<file path="src/source/drumPkg.sv">
package drumPkg;

  // one quadrant of the symmetric drum.
  localparam int xSize = 5;
  localparam int ySize = 5;
  localparam int nodeCount = xSize * ySize;

  // far corner is the centre of the full drum.
  localparam int pickupIndex = nodeCount - 1;

  // signed fixed point with 17 fraction bits.
  localparam int sampleWidth = 18;
  localparam int fracBits = 17;

  // guard bits for the four-neighbour sum.
  localparam int lapWidth = sampleWidth + 3;
  // wide enough for any product before the shift.
  localparam int accWidth = 2 * sampleWidth + 4;

  typedef logic signed [sampleWidth-1:0] sampleT;
  typedef logic signed [lapWidth-1:0] lapT;
  typedef logic signed [accWidth-1:0] accT;

  // stability limit of 0.49 on the effective tension.
  localparam sampleT rhoMax = 18'sh0FAE1;

  // saturation bounds of the displacement.
  localparam sampleT sampleMax = {1'b0, {(sampleWidth - 1){1'b1}}};
  localparam sampleT sampleMin = {1'b1, {(sampleWidth - 1){1'b0}}};

  // membrane coefficients shared by every node.
  typedef struct packed {
    sampleT     rho;
    sampleT     eta;
    logic [2:0] tensionSel;
  } drumParamsT;

  // displacements seen by one node.
  typedef struct packed {
    sampleT north;
    sampleT south;
    sampleT east;
    sampleT west;
  } neighborsT;

  // row-major position of a node in the flat grid.
  function automatic int nodeIndex(int row, int col);
    return row * xSize + col;
  endfunction

endpackage

</file>
<file path="src/source/pluckShape.sv">
`timescale 1ns/1ps

module pluckShape import drumPkg::*; (
  input  sampleT                   amplitude,
  output sampleT [nodeCount-1:0]   shape
);

  // quadrant gaussian, symmetric about the diagonal.
  function automatic sampleT shapeEntry(int row, int col);
    int     lo;
    int     hi;
    sampleT entry;
    lo = (row < col) ? row : col;
    hi = (row < col) ? col : row;
    entry = '0;
    case (lo)
      1: begin
        case (hi)
          1: entry = 18'sh0043B;
          2: entry = 18'sh006FA;
          3: entry = 18'sh0096B;
          4: entry = 18'sh00A68;
          default: entry = '0;
        endcase
      end
      2: begin
        case (hi)
          2: entry = 18'sh00B81;
          3: entry = 18'sh00F87;
          4: entry = 18'sh01129;
          default: entry = '0;
        endcase
      end
      3: entry = (hi == 3) ? 18'sh014F6 : 18'sh0172A;
      4: entry = 18'sh0199A;
      // clamped row and column stay flat.
      default: entry = '0;
    endcase
    return entry;
  endfunction

  for (genvar row = 0; row < ySize; row++) begin : rowGen
    for (genvar col = 0; col < xSize; col++) begin : colGen
      accT product;

      assign product = accT'(shapeEntry(row, col)) * accT'(amplitude);
      assign shape[nodeIndex(row, col)] = sampleT'(product >>> fracBits);
    end
  end

endmodule

</file>
<file path="config.mk">
export PLATFORM = sky130hd
export DESIGN_NAME = pluckShape
export DESIGN_NICKNAME = d
export VERILOG_FILES = /design/src/source/drumPkg.sv /design/src/source/pluckShape.sv
export SDC_FILE = /design/constraint.sdc
export NUM_CORES = 2
export LEC_CHECK = 0
export BUFFER_PORTS_ARGS = -buffer_cell sky130_fd_sc_hd__buf_2
export CAP_MARGIN = 20
export CORE_AREA = 2 2 233 235
export DETAILED_ROUTE_END_ITERATION = 10
export DIE_AREA = 0 0 235 237
export PLACE_DENSITY_LB_ADDON = 0.2
export SYNTH_ARGS = -nofsm -noshare
export SYNTH_HDL_FRONTEND = slang
export SYNTH_SLANG_ARGS = --single-unit
export TNS_END_PERCENT = 1
</file>
<file path="constraint.sdc">
create_clock -name vclk -period 10.2
set_input_delay 1.02 -clock vclk [all_inputs]
set_output_delay 1.02 -clock vclk [all_outputs]
set_load 0.03 [all_outputs]
</file>
==> impl_metrics.toml <==
[finish]
area_delta_synth_final_pct = 2.50
n_sequential_cell = 0
final_cell_count_no_fill = 4474
num-fill-cells = 4797
layout-drive-gt1-share = 0.0966
final_net_count = 5033
final-seq-area_um2 = 0
num-clock-buffers = 0

[synth]
combinational_family_with_the_most_area_after_synthesis = "adder cells"
synth_sequential_area_ratio = 0
synth_xor_xnor_area_share = 0.0510
synthTopCellsByArea = "sky130_fd_sc_hd__fa_1, sky130_fd_sc_hd__ha_1, sky130_fd_sc_hd__inv_1"
synth_largest_type_area_fraction = 0.354
postSynthAreaPerCell_um2 = 9.04
netlist_area_um2 = 32600
post_synth_and_or_nand_nor_area_fraction = 0.0564
synth-compound-area-share = 0.0870
post_synth_adder_cell_area = 0.607
synthCells = 3610
post-synth-top-area-cell = "sky130_fd_sc_hd__fa_1"
synth.yosys.warnings = 0
unique_masters_post_synth = 76
post_synth_mux_area_share = 0.00506

[run]
drv_cap = 0

[placed_design]
place.detailed.instances = 4472
portBuffers = 306
place_congestion = 1.02
hpwl_um = 82000

[timing]
period_needed_ns = 8.53
fmaxAchievable_ghz = 0.117
totalNegativeSetupSlack_ns = 0
min_period_over_period = 0.836
slew_headroom = 0.347
hold_viol = 0
hold_slack_ns = 2.68
timing.final.max_slew_violations = 0
setup-violations-final = 0
worst_pin_slew_ns = 0.976
grt_setup_unrepaired = "false"

[critical_path]
cp_max_fo = 16
worstPathArrival_ns = 7.51
crit_path_start_kind = "input port"
worstPathRequired_ns = 9.18
crit_path_end_kind = "output port"
timing_worst_setup_path_type = "input port to output port"

[clock_tree]
post_cts_resize_count = 0
hold_fix_buffers_cts = 0
cts_setup_buffers = 0

[floorplan]
dieHeight_um = 237
die_x_um = 235
fp.coreArea_um2 = 53300
initial_utilization = 0.612
pin_count = 468
die-area_um2 = 55700
floorplan.rows = 85

[grt]
wire_length_of_the_first_global_routing_pass_um = 141000
gr-usage-all-layers = 0.337
antenna_found_initial = 0
globalRouteOverflowTotal = 0
grt_pass1_vias = 23837
grt_start_max_net_pins = 49

[detailed_routing]
wl_per_cell_um = 20.8
via_count = 23757
postRouteWirelength_um = 92900
detailedRoute.firstIterationViolations = 1697
routed_via_density = 5.31
route.detailed.drc = 0
drt-pass1-iter-count = 5
detail-route-antenna-nets = 0

[min_path]
holdCritPathClass = "input port to output port"

[run_status]
status = "finished clean"
==> synth_stat cells, types with 5 or more instances <==
cell type                   instances
sky130_fd_sc_hd__buf_4            308
sky130_fd_sc_hd__a21oi_1          129
sky130_fd_sc_hd__o21ai_1            6
sky130_fd_sc_hd__o21a_1            21
sky130_fd_sc_hd__nor2b_1           15
sky130_fd_sc_hd__xnor2_1          131
sky130_fd_sc_hd__nand2_1           79
sky130_fd_sc_hd__nor2_1            86
sky130_fd_sc_hd__mux2i_1           12
sky130_fd_sc_hd__and4_1             8
sky130_fd_sc_hd__nand4_1           23
sky130_fd_sc_hd__a31oi_1           21
sky130_fd_sc_hd__or3_1              5
sky130_fd_sc_hd__nor3_1            38
sky130_fd_sc_hd__a221oi_1           6
sky130_fd_sc_hd__clkbuf_1          13
sky130_fd_sc_hd__a211oi_1          11
sky130_fd_sc_hd__nand3_1           28
sky130_fd_sc_hd__and2_1             9
sky130_fd_sc_hd__a21o_1            85
sky130_fd_sc_hd__a2111oi_0          5
sky130_fd_sc_hd__a21boi_0           5
sky130_fd_sc_hd__fa_1             577
sky130_fd_sc_hd__o31ai_1            5
sky130_fd_sc_hd__and3_1            13
sky130_fd_sc_hd__o21ai_0           57
sky130_fd_sc_hd__o21bai_1          13
sky130_fd_sc_hd__o211ai_1          13
sky130_fd_sc_hd__or2_2              6
sky130_fd_sc_hd__ha_1             659
sky130_fd_sc_hd__inv_1           1052
sky130_fd_sc_hd__nand2b_1          44
sky130_fd_sc_hd__xor2_1            59
==> worst paths after layout <==
path | start | to | cells after the start
setup / recovery | amplitude[3] | shape[143] | 20
hold / removal | amplitude[17] | shape[119] | 3
==> metrics by stage <==
stage | instance area (um^2) | utilization | worst slack, ns
finish | 33400 | 0.628 | 1.67
global route | 33400 | 0.628 | 1.18
CTS | 33400 | 0.627 | 1.68
detailed placement | 33400 | 0.627 | 1.72
global placement | 33400 | 0.627 | 1.82
floorplan | 33200 | - | 1.50
==> layer usage <==
layer / GRT usage / vias up / share of wire
met5: 0 / - / 0
met4: 0.142 / 0 / 0.054
met3: 0.0625 / 211 / 0.079
met2: 0.546 / 950 / 0.46
met1: 0.444 / 11507 / 0.41
li1: - / 11089 / -
==> critical path: stages <==
cell and delay [ns]:
sky130_fd_sc_hd__buf_2 0.48, sky130_fd_sc_hd__ha_1 0.38, sky130_fd_sc_hd__xnor2_1 0.24, sky130_fd_sc_hd__inv_1 0.30, sky130_fd_sc_hd__ha_1 0.42, sky130_fd_sc_hd__fa_1 0.51, sky130_fd_sc_hd__fa_1 0.54, sky130_fd_sc_hd__inv_1 0.05
sky130_fd_sc_hd__fa_1 0.52, sky130_fd_sc_hd__inv_1 0.04, sky130_fd_sc_hd__ha_1 0.32, sky130_fd_sc_hd__a2111oi_2 0.37, sky130_fd_sc_hd__nand2_1 0.09, sky130_fd_sc_hd__o21ai_1 0.26, sky130_fd_sc_hd__o21ai_1 0.27, sky130_fd_sc_hd__a221oi_4 0.44
sky130_fd_sc_hd__o21ai_2 0.14, sky130_fd_sc_hd__a41oi_1 0.25, sky130_fd_sc_hd__xor2_1 0.53, sky130_fd_sc_hd__buf_2 0.31
==> cell usage in the layout (no fill, tap or decap), types with 28 or more instances in the layout <==
master / count
sky130_fd_sc_hd__fa_1: 577
sky130_fd_sc_hd__nand2_1: 79
sky130_fd_sc_hd__nand3_1: 28
sky130_fd_sc_hd__nor3_1: 38
sky130_fd_sc_hd__xnor2_1: 131
sky130_fd_sc_hd__o21ai_0: 57
sky130_fd_sc_hd__xor2_1: 59
sky130_fd_sc_hd__nor2_1: 86
sky130_fd_sc_hd__conb_1: 162
sky130_fd_sc_hd__ha_1: 659
sky130_fd_sc_hd__inv_1: 1051
sky130_fd_sc_hd__a21o_1: 85
sky130_fd_sc_hd__buf_2: 305
sky130_fd_sc_hd__a21oi_1: 129
sky130_fd_sc_hd__nand2b_1: 44
==> logic make-up (layout without fill, tap and decap cells) <==
group / count (synthesis) / count (layout)
compound gates: 426 / 426
xor+xnor: 190 / 190
fa+ha+maj: 1236 / 1236
buf+inv: 1375 / 1381
mux: 16 / 16
other cells: 1 / 163
simple gates: 366 / 366
==> area by class of cell <==
class	count	area, um^2	share of cell area
multi-input cells	2396	26900	0.805
diodes	1	2.50	0.0000748
inverters	1052	3950	0.118
repair buffers	329	1710	0.0510
well taps	696	871	0.0260
